File: config.mk
export PLATFORM = sky130hd
export DESIGN_NAME = cpu16_top
export DESIGN_NICKNAME = d
export VERILOG_FILES = /design/src/hdl/cpu16_pkg.sv /design/src/hdl/cpu16_decode.sv /design/src/hdl/cpu16_execute.sv /design/src/hdl/cpu16_hazard.sv /design/src/hdl/cpu16_regfile.sv /design/src/hdl/cpu16_top.sv
export SDC_FILE = /design/constraint.sdc
export NUM_CORES = 1
export LEC_CHECK = 0
export BUFFER_PORTS_ARGS = -buffer_cell sky130_fd_sc_hd__clkbuf_2
export CORE_MARGIN = 1
export CORE_UTILIZATION = 60
export DETAILED_ROUTE_END_ITERATION = 10
export PLACE_DENSITY = 0.78
export SYNTH_ARGS = -nofsm -noshare
export SYNTH_HDL_FRONTEND = slang
export SYNTH_SLANG_ARGS = --single-unit
export TNS_END_PERCENT = 1
File: constraint.sdc
create_clock -name clk_50MHz -period 4.55 [get_ports clk_50MHz]
set_input_delay 0.91 -clock clk_50MHz [delete_from_list [all_inputs] [get_ports clk_50MHz]]
set_output_delay 0.91 -clock clk_50MHz [all_outputs]
set_load 0.02 [all_outputs]
File: src/hdl/cpu16_pkg.sv
package cpu16_pkg;

    // ************************************************************
    // widths
    // ************************************************************

    typedef logic [15:0] word_t;
    typedef logic [15:0] pc_t;
    typedef logic [15:0] inst_t;
    typedef logic [2:0]  reg_addr_t;

    localparam int num_regs = 8;

    // ************************************************************
    // instruction encoding
    // ************************************************************

    // major opcode in bits 15:11
    typedef enum logic [4:0] {
        op_nop   = 5'b00001,
        op_b     = 5'b00010,
        op_beqz  = 5'b00100,
        op_addiu = 5'b01001,
        op_li    = 5'b01101,
        op_lw    = 5'b10011,
        op_sw    = 5'b11011,
        op_rtype = 5'b11100
    } opcode_e;

    // r-type function field, bits 1:0
    localparam logic [1:0] funct_and  = 2'b00;
    localparam logic [1:0] funct_addu = 2'b01;
    localparam logic [1:0] funct_or   = 2'b10;
    localparam logic [1:0] funct_subu = 2'b11;

    // bubble instruction for IF/ID
    localparam inst_t inst_nop = {op_nop, 11'd0};

    // ************************************************************
    // control and pipeline registers
    // ************************************************************

    typedef enum logic [2:0] {
        alu_add,
        alu_sub,
        alu_and,
        alu_or,
        alu_pass_b
    } alu_op_e;

    typedef enum logic [1:0] {
        br_none,
        br_always,
        br_if_zero
    } branch_e;

    typedef enum logic [1:0] {
        fwd_from_reg,
        fwd_from_mem,
        fwd_from_wb
    } fwd_sel_e;

    // all-zero value is a bubble
    typedef struct packed {
        alu_op_e   alu_op;
        logic      use_imm;
        logic      reg_we;
        reg_addr_t wb_addr;
        logic      mem_re;
        logic      mem_we;
        branch_e   branch;
    } ctrl_t;

    typedef struct packed {
        ctrl_t     ctrl;
        pc_t       pc_next;
        reg_addr_t rx_addr;
        reg_addr_t ry_addr;
        word_t     rx_data;
        word_t     ry_data;
        word_t     imm;
    } id_ex_t;

    typedef struct packed {
        logic      reg_we;
        logic      mem_re;
        logic      mem_we;
        reg_addr_t wb_addr;
        word_t     alu_result;
        word_t     store_data;
    } ex_mem_t;

    typedef struct packed {
        logic      reg_we;
        reg_addr_t wb_addr;
        word_t     wb_data;
    } mem_wb_t;

endpackage

File: src/hdl/cpu16_decode.sv
`timescale 1ns/1ps

module cpu16_decode
    import cpu16_pkg::*;
(
    input  inst_t inst,
    output ctrl_t ctrl,
    output word_t imm
);

    opcode_e    opcode;
    logic [1:0] funct;
    reg_addr_t  rx;
    reg_addr_t  ry;
    reg_addr_t  rz;

    assign opcode = opcode_e'(inst[15:11]);
    assign funct  = inst[1:0];
    assign rx     = inst[10:8];
    assign ry     = inst[7:5];
    assign rz     = inst[4:2];

    // ************************************************************
    // control fields
    // ************************************************************

    always_comb begin
        // unknown opcodes fall through as a nop
        ctrl = '0;
        case (opcode)
            op_rtype: begin
                ctrl.reg_we  = 1'b1;
                ctrl.wb_addr = rz;
                case (funct)
                    funct_addu: ctrl.alu_op = alu_add;
                    funct_subu: ctrl.alu_op = alu_sub;
                    funct_and:  ctrl.alu_op = alu_and;
                    funct_or:   ctrl.alu_op = alu_or;
                    default:    ctrl.alu_op = alu_add;
                endcase
            end
            op_addiu: begin
                ctrl.use_imm = 1'b1;
                ctrl.reg_we  = 1'b1;
                ctrl.wb_addr = rx;
            end
            op_li: begin
                ctrl.alu_op  = alu_pass_b;
                ctrl.use_imm = 1'b1;
                ctrl.reg_we  = 1'b1;
                ctrl.wb_addr = rx;
            end
            op_lw: begin
                // address is rx + imm, result lands in ry
                ctrl.use_imm = 1'b1;
                ctrl.reg_we  = 1'b1;
                ctrl.wb_addr = ry;
                ctrl.mem_re  = 1'b1;
            end
            op_sw: begin
                ctrl.use_imm = 1'b1;
                ctrl.mem_we  = 1'b1;
            end
            op_beqz: ctrl.branch = br_if_zero;
            op_b:    ctrl.branch = br_always;
            default: ctrl = '0;
        endcase
    end

    // ************************************************************
    // immediate extension
    // ************************************************************

    always_comb begin
        case (opcode)
            op_addiu, op_beqz: imm = {{8{inst[7]}}, inst[7:0]};
            op_li:             imm = {8'd0, inst[7:0]};
            op_lw, op_sw:      imm = {{11{inst[4]}}, inst[4:0]};
            op_b:              imm = {{5{inst[10]}}, inst[10:0]};
            default:           imm = '0;
        endcase
    end

endmodule

File: src/hdl/cpu16_execute.sv
`timescale 1ns/1ps

module cpu16_execute
    import cpu16_pkg::*;
(
    input  id_ex_t   id_ex,
    input  fwd_sel_e fwd_a,
    input  fwd_sel_e fwd_b,
    input  word_t    mem_fwd,
    input  word_t    wb_fwd,
    output ex_mem_t  ex_mem,
    output logic     branch_taken,
    output pc_t      branch_target
);

    word_t rx_val;
    word_t ry_val;
    word_t op_b;
    word_t result;

    function automatic word_t pick_operand(
        input fwd_sel_e sel,
        input word_t    reg_val,
        input word_t    mem_val,
        input word_t    wb_val
    );
        case (sel)
            fwd_from_mem: return mem_val;
            fwd_from_wb:  return wb_val;
            default:      return reg_val;
        endcase
    endfunction

    assign rx_val = pick_operand(fwd_a, id_ex.rx_data, mem_fwd, wb_fwd);
    assign ry_val = pick_operand(fwd_b, id_ex.ry_data, mem_fwd, wb_fwd);
    assign op_b   = id_ex.ctrl.use_imm ? id_ex.imm : ry_val;

    // alu, operand a is always rx
    always_comb begin
        case (id_ex.ctrl.alu_op)
            alu_add:    result = rx_val + op_b;
            alu_sub:    result = rx_val - op_b;
            alu_and:    result = rx_val & op_b;
            alu_or:     result = rx_val | op_b;
            alu_pass_b: result = op_b;
            default:    result = '0;
        endcase
    end

    // branch resolution
    always_comb begin
        case (id_ex.ctrl.branch)
            br_always:  branch_taken = 1'b1;
            br_if_zero: branch_taken = (rx_val == '0);
            default:    branch_taken = 1'b0;
        endcase
    end

    assign branch_target = id_ex.pc_next + id_ex.imm;

    assign ex_mem.reg_we     = id_ex.ctrl.reg_we;
    assign ex_mem.mem_re     = id_ex.ctrl.mem_re;
    assign ex_mem.mem_we     = id_ex.ctrl.mem_we;
    assign ex_mem.wb_addr    = id_ex.ctrl.wb_addr;
    assign ex_mem.alu_result = result;
    assign ex_mem.store_data = ry_val;

endmodule

File: src/hdl/cpu16_hazard.sv
`timescale 1ns/1ps

module cpu16_hazard
    import cpu16_pkg::*;
(
    input  reg_addr_t rx_addr,
    input  reg_addr_t ry_addr,
    input  id_ex_t    id_ex,
    input  ex_mem_t   ex_mem,
    input  mem_wb_t   mem_wb,
    output logic      stall,
    output fwd_sel_e  fwd_a,
    output fwd_sel_e  fwd_b
);

    logic load_in_ex;

    // newest producer wins
    function automatic fwd_sel_e fwd_select(
        input reg_addr_t src,
        input ex_mem_t   em,
        input mem_wb_t   mw
    );
        if (em.reg_we && em.wb_addr == src) begin
            return fwd_from_mem;
        end else if (mw.reg_we && mw.wb_addr == src) begin
            return fwd_from_wb;
        end
        return fwd_from_reg;
    endfunction

    // ************************************************************
    // load-use stall
    // ************************************************************

    // load data is only ready after the memory stage, one bubble needed
    assign load_in_ex = id_ex.ctrl.mem_re && id_ex.ctrl.reg_we;
    assign stall = load_in_ex &&
                   (id_ex.ctrl.wb_addr == rx_addr || id_ex.ctrl.wb_addr == ry_addr);

    // ************************************************************
    // forwarding selects
    // ************************************************************

    assign fwd_a = fwd_select(id_ex.rx_addr, ex_mem, mem_wb);
    assign fwd_b = fwd_select(id_ex.ry_addr, ex_mem, mem_wb);

endmodule

File: src/hdl/cpu16_regfile.sv
`timescale 1ns/1ps

module cpu16_regfile
    import cpu16_pkg::*;
(
    input  logic      clk_50MHz,
    input  logic      rst,
    input  reg_addr_t rx_addr,
    input  reg_addr_t ry_addr,
    input  mem_wb_t   wb,
    output word_t     rx_data,
    output word_t     ry_data
);

    word_t regs [num_regs];

    always_ff @(posedge clk_50MHz or negedge rst) begin
        if (!rst) begin
            for (int i = 0; i < num_regs; i++) begin
                regs[i] <= '0;
            end
        end else if (wb.reg_we) begin
            regs[wb.wb_addr] <= wb.wb_data;
        end
    end

    // write-through so decode sees the value retiring this cycle
    assign rx_data = (wb.reg_we && wb.wb_addr == rx_addr) ? wb.wb_data : regs[rx_addr];
    assign ry_data = (wb.reg_we && wb.wb_addr == ry_addr) ? wb.wb_data : regs[ry_addr];

endmodule

File: src/hdl/cpu16_top.sv
`timescale 1ns/1ps

module cpu16_top
    import cpu16_pkg::*;
#(
    parameter pc_t reset_pc = '0
) (
    input  logic  clk_50MHz,
    input  logic  rst,
    output pc_t   imem_addr,
    input  inst_t imem_data,
    output word_t dmem_addr,
    output word_t dmem_wdata,
    output logic  dmem_we,
    output logic  dmem_re,
    input  word_t dmem_rdata
);

    pc_t      pc_q;
    pc_t      pc_plus1;
    inst_t    if_inst_q;
    pc_t      if_pc_next_q;
    ctrl_t    id_ctrl;
    word_t    id_imm;
    reg_addr_t id_rx_addr;
    reg_addr_t id_ry_addr;
    word_t    id_rx_data;
    word_t    id_ry_data;
    id_ex_t   id_ex_d;
    id_ex_t   id_ex_q;
    ex_mem_t  ex_mem_d;
    ex_mem_t  ex_mem_q;
    mem_wb_t  mem_wb_d;
    mem_wb_t  mem_wb_q;
    logic     stall;
    fwd_sel_e fwd_a;
    fwd_sel_e fwd_b;
    logic     branch_taken;
    pc_t      branch_target;

    // ************************************************************
    // fetch
    // ************************************************************

    assign pc_plus1  = pc_q + 16'd1;
    assign imem_addr = pc_q;

    always_ff @(posedge clk_50MHz or negedge rst) begin
        if (!rst) begin
            pc_q <= reset_pc;
        end else if (branch_taken) begin
            pc_q <= branch_target;
        end else if (!stall) begin
            pc_q <= pc_plus1;
        end
    end

    // IF/ID, holds on stall, flushed by a taken branch
    always_ff @(posedge clk_50MHz or negedge rst) begin
        if (!rst) begin
            if_inst_q    <= inst_nop;
            if_pc_next_q <= reset_pc;
        end else if (branch_taken) begin
            if_inst_q <= inst_nop;
        end else if (!stall) begin
            if_inst_q    <= imem_data;
            if_pc_next_q <= pc_plus1;
        end
    end

    // ************************************************************
    // decode
    // ************************************************************

    assign id_rx_addr = if_inst_q[10:8];
    assign id_ry_addr = if_inst_q[7:5];

    cpu16_decode u_decode (
        .inst (if_inst_q),
        .ctrl (id_ctrl),
        .imm  (id_imm)
    );

    cpu16_regfile u_regfile (
        .clk_50MHz (clk_50MHz),
        .rst       (rst),
        .rx_addr   (id_rx_addr),
        .ry_addr   (id_ry_addr),
        .wb        (mem_wb_q),
        .rx_data   (id_rx_data),
        .ry_data   (id_ry_data)
    );

    cpu16_hazard u_hazard (
        .rx_addr (id_rx_addr),
        .ry_addr (id_ry_addr),
        .id_ex   (id_ex_q),
        .ex_mem  (ex_mem_q),
        .mem_wb  (mem_wb_q),
        .stall   (stall),
        .fwd_a   (fwd_a),
        .fwd_b   (fwd_b)
    );

    assign id_ex_d = '{
        ctrl:    id_ctrl,
        pc_next: if_pc_next_q,
        rx_addr: id_rx_addr,
        ry_addr: id_ry_addr,
        rx_data: id_rx_data,
        ry_data: id_ry_data,
        imm:     id_imm
    };

    // bubble on load-use stall or taken branch
    always_ff @(posedge clk_50MHz or negedge rst) begin
        if (!rst) begin
            id_ex_q <= '0;
        end else if (branch_taken || stall) begin
            id_ex_q <= '0;
        end else begin
            id_ex_q <= id_ex_d;
        end
    end

    // ************************************************************
    // execute, memory, writeback
    // ************************************************************

    cpu16_execute u_execute (
        .id_ex         (id_ex_q),
        .fwd_a         (fwd_a),
        .fwd_b         (fwd_b),
        .mem_fwd       (ex_mem_q.alu_result),
        .wb_fwd        (mem_wb_q.wb_data),
        .ex_mem        (ex_mem_d),
        .branch_taken  (branch_taken),
        .branch_target (branch_target)
    );

    always_ff @(posedge clk_50MHz or negedge rst) begin
        if (!rst) begin
            ex_mem_q <= '0;
            mem_wb_q <= '0;
        end else begin
            ex_mem_q <= ex_mem_d;
            mem_wb_q <= mem_wb_d;
        end
    end

    assign dmem_addr  = ex_mem_q.alu_result;
    assign dmem_wdata = ex_mem_q.store_data;
    assign dmem_we    = ex_mem_q.mem_we;
    assign dmem_re    = ex_mem_q.mem_re;

    // load data arrives in the same cycle
    assign mem_wb_d.reg_we  = ex_mem_q.reg_we;
    assign mem_wb_d.wb_addr = ex_mem_q.wb_addr;
    assign mem_wb_d.wb_data = ex_mem_q.mem_re ? dmem_rdata : ex_mem_q.alu_result;

endmodule
==> results of run 1 <==
## Yosys cell counts (4+ instances only)
cell type | number | area (µm²)
o211ai_1 | 4 | 30.0
nand2b_1 | 8 | 50.1
a21boi_0 | 5 | 37.5
inv_1 | 29 | 109
nor4_1 | 6 | 37.5
buf_1 | 10 | 37.5
nor3_1 | 24 | 120
xnor2_1 | 59 | 517
nand4b_1 | 4 | 35.0
or4_1 | 4 | 30.0
o31ai_1 | 14 | 105
nand2_1 | 86 | 323
buf_2 | 10 | 50.1
a221oi_1 | 7 | 61.3
a22oi_1 | 8 | 60.1
buf_6 | 4 | 45.0
nand3_1 | 13 | 65.1
and2_1 | 32 | 200
nor2_1 | 143 | 537
mux4_2 | 64 | 1440
buf_4 | 33 | 248
dfrtp_1 | 310 | 7760
nor2b_1 | 14 | 87.6
a221oi_2 | 5 | 75.1
a21oi_1 | 57 | 285
mux2i_1 | 69 | 691
o21ai_0 | 62 | 310
o21a_1 | 6 | 45.0
nand4_1 | 10 | 62.6
mux2_2 | 139 | 1570
a21o_1 | 6 | 45.0
maj3_1 | 14 | 140
ha_1 | 37 | 463
a211oi_1 | 33 | 248
a31oi_1 | 4 | 25.0
clkbuf_1 | 78 | 293
nor3b_1 | 4 | 30.0
and3_1 | 24 | 150
xor2_1 | 23 | 201
## power by group
part | total [µW] | internal, µW | switching (µW)
logic | 3010 | 1390 | 1620
registers | 3980 | 3310 | 675
clock network | 2900 | 1730 | 1170
## cells by family (layout without fill, tap and decap cells)
kind of cell | Yosys count | in the layout
compound gates | 234 | 234
simple gates | 395 | 395
flops | 311 | 311
xor+xnor | 85 | 85
buf+inv | 164 | 234
fa+ha+maj | 53 | 53
mux | 272 | 272
## registers in the layout, indices dropped and copies added, names as in the netlist
name and flops:
imem_addr 16, dmem_addr 16, dmem_we 1, if_pc_next_q 16, u_regfile.regs 128, dmem_re 1, mem_wb_q 20, dmem_wdata 16
ex_mem_q 4, id_ex_q 77, if_inst_q 16
## metal layers
| metal | wire [µm] | vias to the layer above |
|---|---|---|
| met3 | 2740 | 112 |
| met5 | 0 | - |
| met2 | 20900 | 491 |
| li1 | - | 5509 |
| met1 | 19200 | 6281 |
| met4 | 1660 | 0 |
## per-stage QoR
stage	instances	instance area [µm²]	setup slack, ns	hold slack, ns
2_1_floorplan	1514	17200	0.381	0.331
3_3_place_gp	1895	17900	0.244	0.340
3_5_place_dp	1895	17900	0.0827	0.344
4_1_cts	1957	19000	0.0521	0.354
5_1_grt	1962	19100	-0.243	0.366
6_report	1962	19100	0.138	0.351
## cells in the final DEF, fill, tap and decap left out, types with 5 or more instances in the layout
cell / count
a211oi_1: 33
a21o_1: 6
a21oi_1: 55
a221oi_2: 8
a22oi_1: 8
and2_1: 32
and3_1: 24
buf_4: 58
clkbuf_1: 6
clkbuf_16: 36
clkbuf_2: 82
clkbuf_8: 6
dfrtp_1: 308
ha_1: 37
inv_1: 29
maj3_1: 14
mux2_2: 139
mux2i_1: 69
mux4_2: 64
nand2_1: 86
nand2b_1: 7
nand3_1: 13
nand4_1: 10
nor2_1: 142
nor2b_1: 14
nor3_1: 21
nor3_2: 5
nor4_1: 5
o21a_1: 6
o21ai_0: 61
o31ai_1: 12
xnor2_1: 59
xor2_1: 23
## worst paths after layout
kind	start	cells past startpoint	slack, ns	endpoint
min in group asynchronous	rst	1	0.44	if_inst_q[12]$_DFFE_PN0P_
worst min-delay path	id_ex_q[72]$_DFF_PN0_	0	0.35	dmem_we$_DFF_PN0_
max in group asynchronous	rst	2	3.13	dmem_wdata[4]$_DFF_PN0_
worst max register to register	id_ex_q[50]$_DFF_PN0_	19	0.14	dmem_addr[15]$_DFF_PN0_
worst min register to register	id_ex_q[72]$_DFF_PN0_	0	0.35	dmem_we$_DFF_PN0_
worst max-delay path	id_ex_q[50]$_DFF_PN0_	19	0.14	dmem_addr[15]$_DFF_PN0_
## layout make-up
class                      count  area, µm²
fill                        2033       8790
multi-input combinational   1039       8690
sequential                   311       7790
clock buffer                  48       1010
timing repair buffer         143        901
tap                          378        473
clock inverter                14        178
inverter                      29        109
## what timing repair did
item                                    4_1_cts  5_1_grt
endpoints found under the setup margin        0        8
resized for setup                             0       17
hold buffers                                  0        0
setup buffers                                 0        5
==> results.md, run 1 <==
* CP top delay family: simple AND/OR/NAND/NOR gates
* Worst endpoint required time at 5.01 ns
* Synth Area in XOR/XNOR at 4.47%
* DR WL/cell at 22.7 µm
* M1 GR Usage at 44.3%
* Initial antenna violation count at 0
* Drt via density at 6.32
* Maxcap violations at 0
* Slew Viols, Final at 0
* H-tree depth at 2
* Root Driver: clkbuf_16
* Layout Nets at 1632
* Simple-gate portion of the synthesized area at 11.3%
* CP Data Arrival Time at 4.87 ns
* Crit start category: flop
* Core ar. at 27900 µm²
* DRT Pass-1 Iters at 6
* Outcome: finished clean
* Post-synth EDFFs at 0
* FMAX at 0.227 GHz
* Global-route wire length before repair at 69300 µm
* Syn Inst Count at 1514
* Post-Syn Area at 17200 µm²
* Slew @ Worst Pin at 1.04 ns
* CTS max path bufs at 3
* Yosys warning count at 0
* PortBufs at 83
* PwrDens at 517 nW/µm²
* RSZ-0062 raised after global routing: yes
* Worst Path Class, Setup: flop to flop
* Post-Synth Adder-Cell Area at 3.75%
* Post-synthesis net count at 1587
* Post-layout min period at 4.41 ns
* DRC at 0
* Cell chain of the critical path: xnor2_2 -> nand4_4 -> a221oi_2 -> o31ai_1 -> buf_4 -> buf_4 -> nor3_2 -> nand2_1 -> o31a_1 -> xnor2_1 -> ha_1 -> nor2b_1 -> nor2_1 -> nor2b_1 -> a21boi_0 -> o21bai_2 -> o41ai_2 -> or4_1 -> nand3_1
* Main flop type after synthesis: dfrtp_1
* CP Buf/Inv Count at 2
* Clock transition at path regs at 0.06 ns
* Mux share of post-synthesis cell area at 21.6%
* Layout Utilization at 68.5%
* Ports at 84
* Placement Rows at 61
* Synth Area in Compound Gates at 8.98%
* Leakage at 0.00895 µW
* Post-synthesis sequential area ratio at 45.4%
* Final setup vio count at 0
* Slowest stage cell, crit path: or4_1
* Hold Fails Final Rpt at 0
* Diodes inserted at 0
* Die Area at 29300 µm²
* Die H at 171 µm
* Drt first-iter violations at 1186
* CP Max Fanout at 7
* Routability cong. at 1.01
* Area Overhead vs Synth at 11.6%
* Grt met3 use at 4.16%
* Number of synthesized register bits at 311
* Starting density of the core at 61.4%
* Vias at 12400
* TritonCTS Buffers at 35
* TritonCTS clock tree: done
* Mean Syn Cell Area at 11.3 µm²
* Setup TNS at 0 ns
* Die W at 171 µm
* Vias in the first global route at 12200
* Met2 Use GR at 49.2%
* Combinational family with the most area after synthesis: multiplexers
* ANT nets after route at 0
* Skew-Pair Late Insertion Delay at 0.53 ns
* Peak VDD IR at 0.252 mV
* Final Skew at 0.0271 ns
* Layout cell share with drive strength beyond 1 at 28.1%
* HP Class: flop to flop
* Tcrit/Tclk final at 97.0%
* Clock sinks at 311
* Overall power at 9890 µW
* Routed wire length at 44600 µm
* Busiest grt layer: met2
* GRT Util Overall at 31.4%
* Setup crit end kind: flop
* Synth cell types at 69
* Async SR Flop Fraction at 100%
* GRT overflow at 0
* Max stage delay on crit path at 0.43 ns
* Largest net degree at the start of global routing at 111
* Slew headroom at 28.9%
* HPWL Detailed at 29800 µm
(Power assumes the default switching activity.)
==> inputs of run 2 (changes only) <==
Settings changed: ABC_AREA set to 1.
==> run 2 against run 1 <==
- core utilization fell by 1.1 points
- via count rose by 30%
- register-to-register slack improved by 0.25 ns
- global-route usage rose by 5.8 points
- cell area fell by 1.5%
- critical path type unchanged
- critical endpoint is now dmem_addr[12]$_DFF_PN0_
==> results.md, run 2 <==
* Async SR Flop Fraction at 100% (unchanged)
* Post-synth EDFFs at 0 (unchanged)
* Area Overhead vs Synth at 10.2%
* Global-route wire length before repair at 83200 µm (+20%)
* Ports at 84 (unchanged)
* GRT Util Overall at 37.2% (+5.8 points)
* Clock transition at path regs at 0.06 ns (about the same)
* Worst endpoint required time at 4.95 ns (-0.06 ns)
* Post-synthesis sequential area ratio at 45.5% (+0.12 points)
* Skew-Pair Late Insertion Delay at 0.54 ns (about the same)
* Mean Syn Cell Area at 7.84 µm² (-31%)
* Leakage at 0.00925 µW (+3.3%)
* Die W at 171 µm (-0.13%)
* Largest regs: u_regfile.regs: 128 flops, id_ex_q: 77 flops, mem_wb_q: 20 flops
* Setup crit end kind: flop
* Combinational family with the most area after synthesis: simple AND/OR/NAND/NOR gates
* PortBufs at 83 (unchanged)
* Post-Synth Adder-Cell Area at 2.94% (-0.81 points)
* Synth Area in XOR/XNOR at 2.76% (-1.7 points)
* Mux share of post-synthesis cell area at 0.263% (-21 points)
* Initial antenna violation count at 0 (unchanged)
* CP top delay family: simple AND/OR/NAND/NOR gates
* Post-Place Cell Area at 17600 µm² (-1.2%)
* Post-synthesis net count at 2256 (+42%)
* Vias in the first global route at 15400 (+26%)
* HP Class: flop to flop
* HPWL Detailed at 35500 µm (+19%)
* Routed wire length at 53300 µm (+20%)
* Clock sinks at 311 (unchanged)
* Tcrit/Tclk final at 91.5% (-5.5 points)
* H-tree depth at 2 (unchanged)
* Setup TNS at 0 ns (unchanged)
* Peak VDD IR at 0.308 mV (+22%)
* TritonCTS clock tree: done
* List of most frequent post-synthesis cells: 469 x nand2_1, 310 x dfrtp_1, 267 x o21ai_0
* Most frequent cells in the layout: 469 x nand2_1, 307 x dfrtp_1, 264 x o21ai_0
* Crit start category: flop
* Starting density of the core at 61.2% (-0.16 points)
* Synth top area share at 45.3% (+0.12 points)
* Core ar. at 27900 µm² (unchanged)
* GRT overflow at 0 (unchanged)
* Final setup vio count at 0 (unchanged)
* Synth Area in Compound Gates at 17.1% (+8.1 points)
* PwrDens at 474 nW/µm² (-8.3%)
* Routability cong. at 0.986 (-2.3%)
* Largest net degree at the start of global routing at 133 (+20%)
* Final Skew at 0.0252 ns (-0.00183 ns)
* Layout Nets at 2266 (+39%)
* Slew @ Worst Pin at 1.17 ns (+0.133 ns)
* Post-CTS Setup Bufs at 0 (unchanged)
* ANT nets after route at 0 (unchanged)
* Slew headroom at 21.8% (-7.1 points)
* Post-CTS Resized at 0 (unchanged)
* Drt via density at 6.21 (-1.7%)
* Setup WS pre-CTS at 0.222 ns (+0.140 ns)
* Placed Cells at 2534 (+34%)
* Post-layout min period at 4.16 ns (-0.249 ns)
* Simple-gate portion of the synthesized area at 22.9% (+12 points)
* CP Max Fanout at 5 (-2)
* Top-count cell post-synth: nand2_1
* Slowest stage cell, crit path: dfrtp_1
* Commonest non-fill, non-tap cell in the layout: nand2_1
* Main flop type after synthesis: dfrtp_1
* Max FFs per register at 128 (unchanged)
* Die H at 171 µm (-0.13%)
* Crit path top cell by count: nand2_1
* Die Area at 29200 µm² (-0.26%)
* Number of synthesized register bits at 311 (unchanged)
* TritonCTS Buffers at 35 (unchanged)
* CTS max path bufs at 3 (unchanged)
* Root Driver: clkbuf_16
* Layout cell share with drive strength beyond 1 at 10.7% (-17 points)
* Final setup margin at 0.387 ns (+0.249 ns)
* Largest area contributor in the netlist: dfrtp_1
* DRC at 0 (unchanged)
* Final Cell Area at 18800 µm² (-1.5%)
* CP Data Arrival Time at 4.56 ns (-0.31 ns)
* Syn Inst Count at 2183 (+44%)
* FMAX at 0.240 GHz (+6.0%)
* Outcome: finished clean
* Hold Fails Final Rpt at 0 (unchanged)
* Vias at 16100 (+30%)
* Placement Rows at 61 (unchanged)
* Drt first-iter violations at 1870 (+58%)
* Final instance count without filler cells at 2597 (+32%)
* DRT Pass-1 Iters at 6 (unchanged)
* DR WL/cell at 20.5 µm (-9.7%)
* Reg with most FFs: u_regfile.regs
* Maxcap violations at 0 (unchanged)
* Synth cell types at 53 (-23%)
* Diodes inserted at 0 (unchanged)
* RSZ-0062 raised after global routing: no
* Slew Viols, Final at 0 (unchanged)
* Max stage delay on crit path at 0.44 ns (about the same)
* Cts hold-fix bufs at 0 (unchanged)
* Worst Path Class, Setup: flop to flop
* Post-Syn Area at 17100 µm² (-0.26%)
* Yosys warning count at 0 (unchanged)
* Synth top area cells: dfrtp_1 45%, nand2_1 10%, o21ai_0 7.8%
* CP Buf/Inv Count at 3 (+1)
-- run 2: changes by cell type in the layout (fill, tap and decap cells not counted), moves of 69 or more --
cell,previous run,this run
inv_1,29,164
mux2_2,139,4
mux2i_1,69,0
nand2_1,86,469
nand3_1,13,166
nor2_1,142,235
o21ai_0,61,264
-- run 2: report_power, final --
group	switching (µW)	internal, µW
registers	522	3270
logic	1510	743
clock network	1160	1720
total	3190	5740
-- run 2: worst reg2reg max path: cells and delay by family, from the launching register on --
| kind | cells | cell delay, ns |
|---|---|---|
| flops | 1 | 0.44 |
| simple gates | 16 | 1.76 |
| buf+inv | 3 | 0.33 |
| fa+ha+maj | 2 | 0.70 |
| compound gates | 7 | 0.81 |
-- run 2: cell families (layout without fill, tap and decap cells) --
kind of cell / Yosys count / count (layout)
AO/OA/AOI/OAI: 500 / 500
XOR/XNOR: 53 / 53
adder cells (fa/ha/maj): 39 / 39
buffers and inverters: 335 / 371
flip-flops: 311 / 311
multiplexers: 4 / 4
AND/OR/NAND/NOR: 941 / 941
-- run 2: through the flow --
step,hold slack (ns),util (%),total power [µW]
2_1_floorplan,0.331,-,5230
3_3_place_gp,0.345,63.2,5940
3_5_place_dp,0.339,63.2,5990
4_1_cts,0.355,67.4,8880
5_1_grt,0.375,67.5,9350
6_report,0.353,67.5,8930
-- run 2: layout make-up --
| type | count | area, µm² |
|---|---|---|
| tap | 378 | 473 |
| sequential | 311 | 7790 |
| fill | 2349 | 9090 |
| clock inverter | 10 | 123 |
| timing repair buffer | 129 | 808 |
| inverter | 179 | 673 |
| multi-input combinational | 1537 | 7930 |
| clock buffer | 53 | 1050 |
-- run 2: worst paths after layout --
kind	to	slack [ns]	start	cells past startpoint
worst max-delay path	dmem_addr[12]$_DFF_PN0_	0.39	mem_wb_q[18]$_DFF_PN0_	28
worst max register to register	dmem_addr[12]$_DFF_PN0_	0.39	mem_wb_q[18]$_DFF_PN0_	28
min in group asynchronous	u_regfile.regs[81]$_DFFE_PN0P_	0.49	rst	1
worst min register to register	dmem_we$_DFF_PN0_	0.35	id_ex_q[72]$_DFF_PN0_	0
worst min-delay path	dmem_we$_DFF_PN0_	0.35	id_ex_q[72]$_DFF_PN0_	0
max in group asynchronous	mem_wb_q[4]$_DFF_PN0_	3.08	rst	2
-- run 2: routing by layer --
| metal | up-vias | GRT usage, % | wire [µm] | share of wire [%] |
|---|---|---|---|---|
| met5 | - | 0 | 0 | 0 |
| met4 | 0 | 16.1 | 2280 | 4.3 |
| met3 | 169 | 7.43 | 5170 | 9.7 |
| met2 | 941 | 58.3 | 24000 | 45 |
| met1 | 7717 | 50.4 | 21900 | 41 |
| li1 | 7296 | - | - | - |
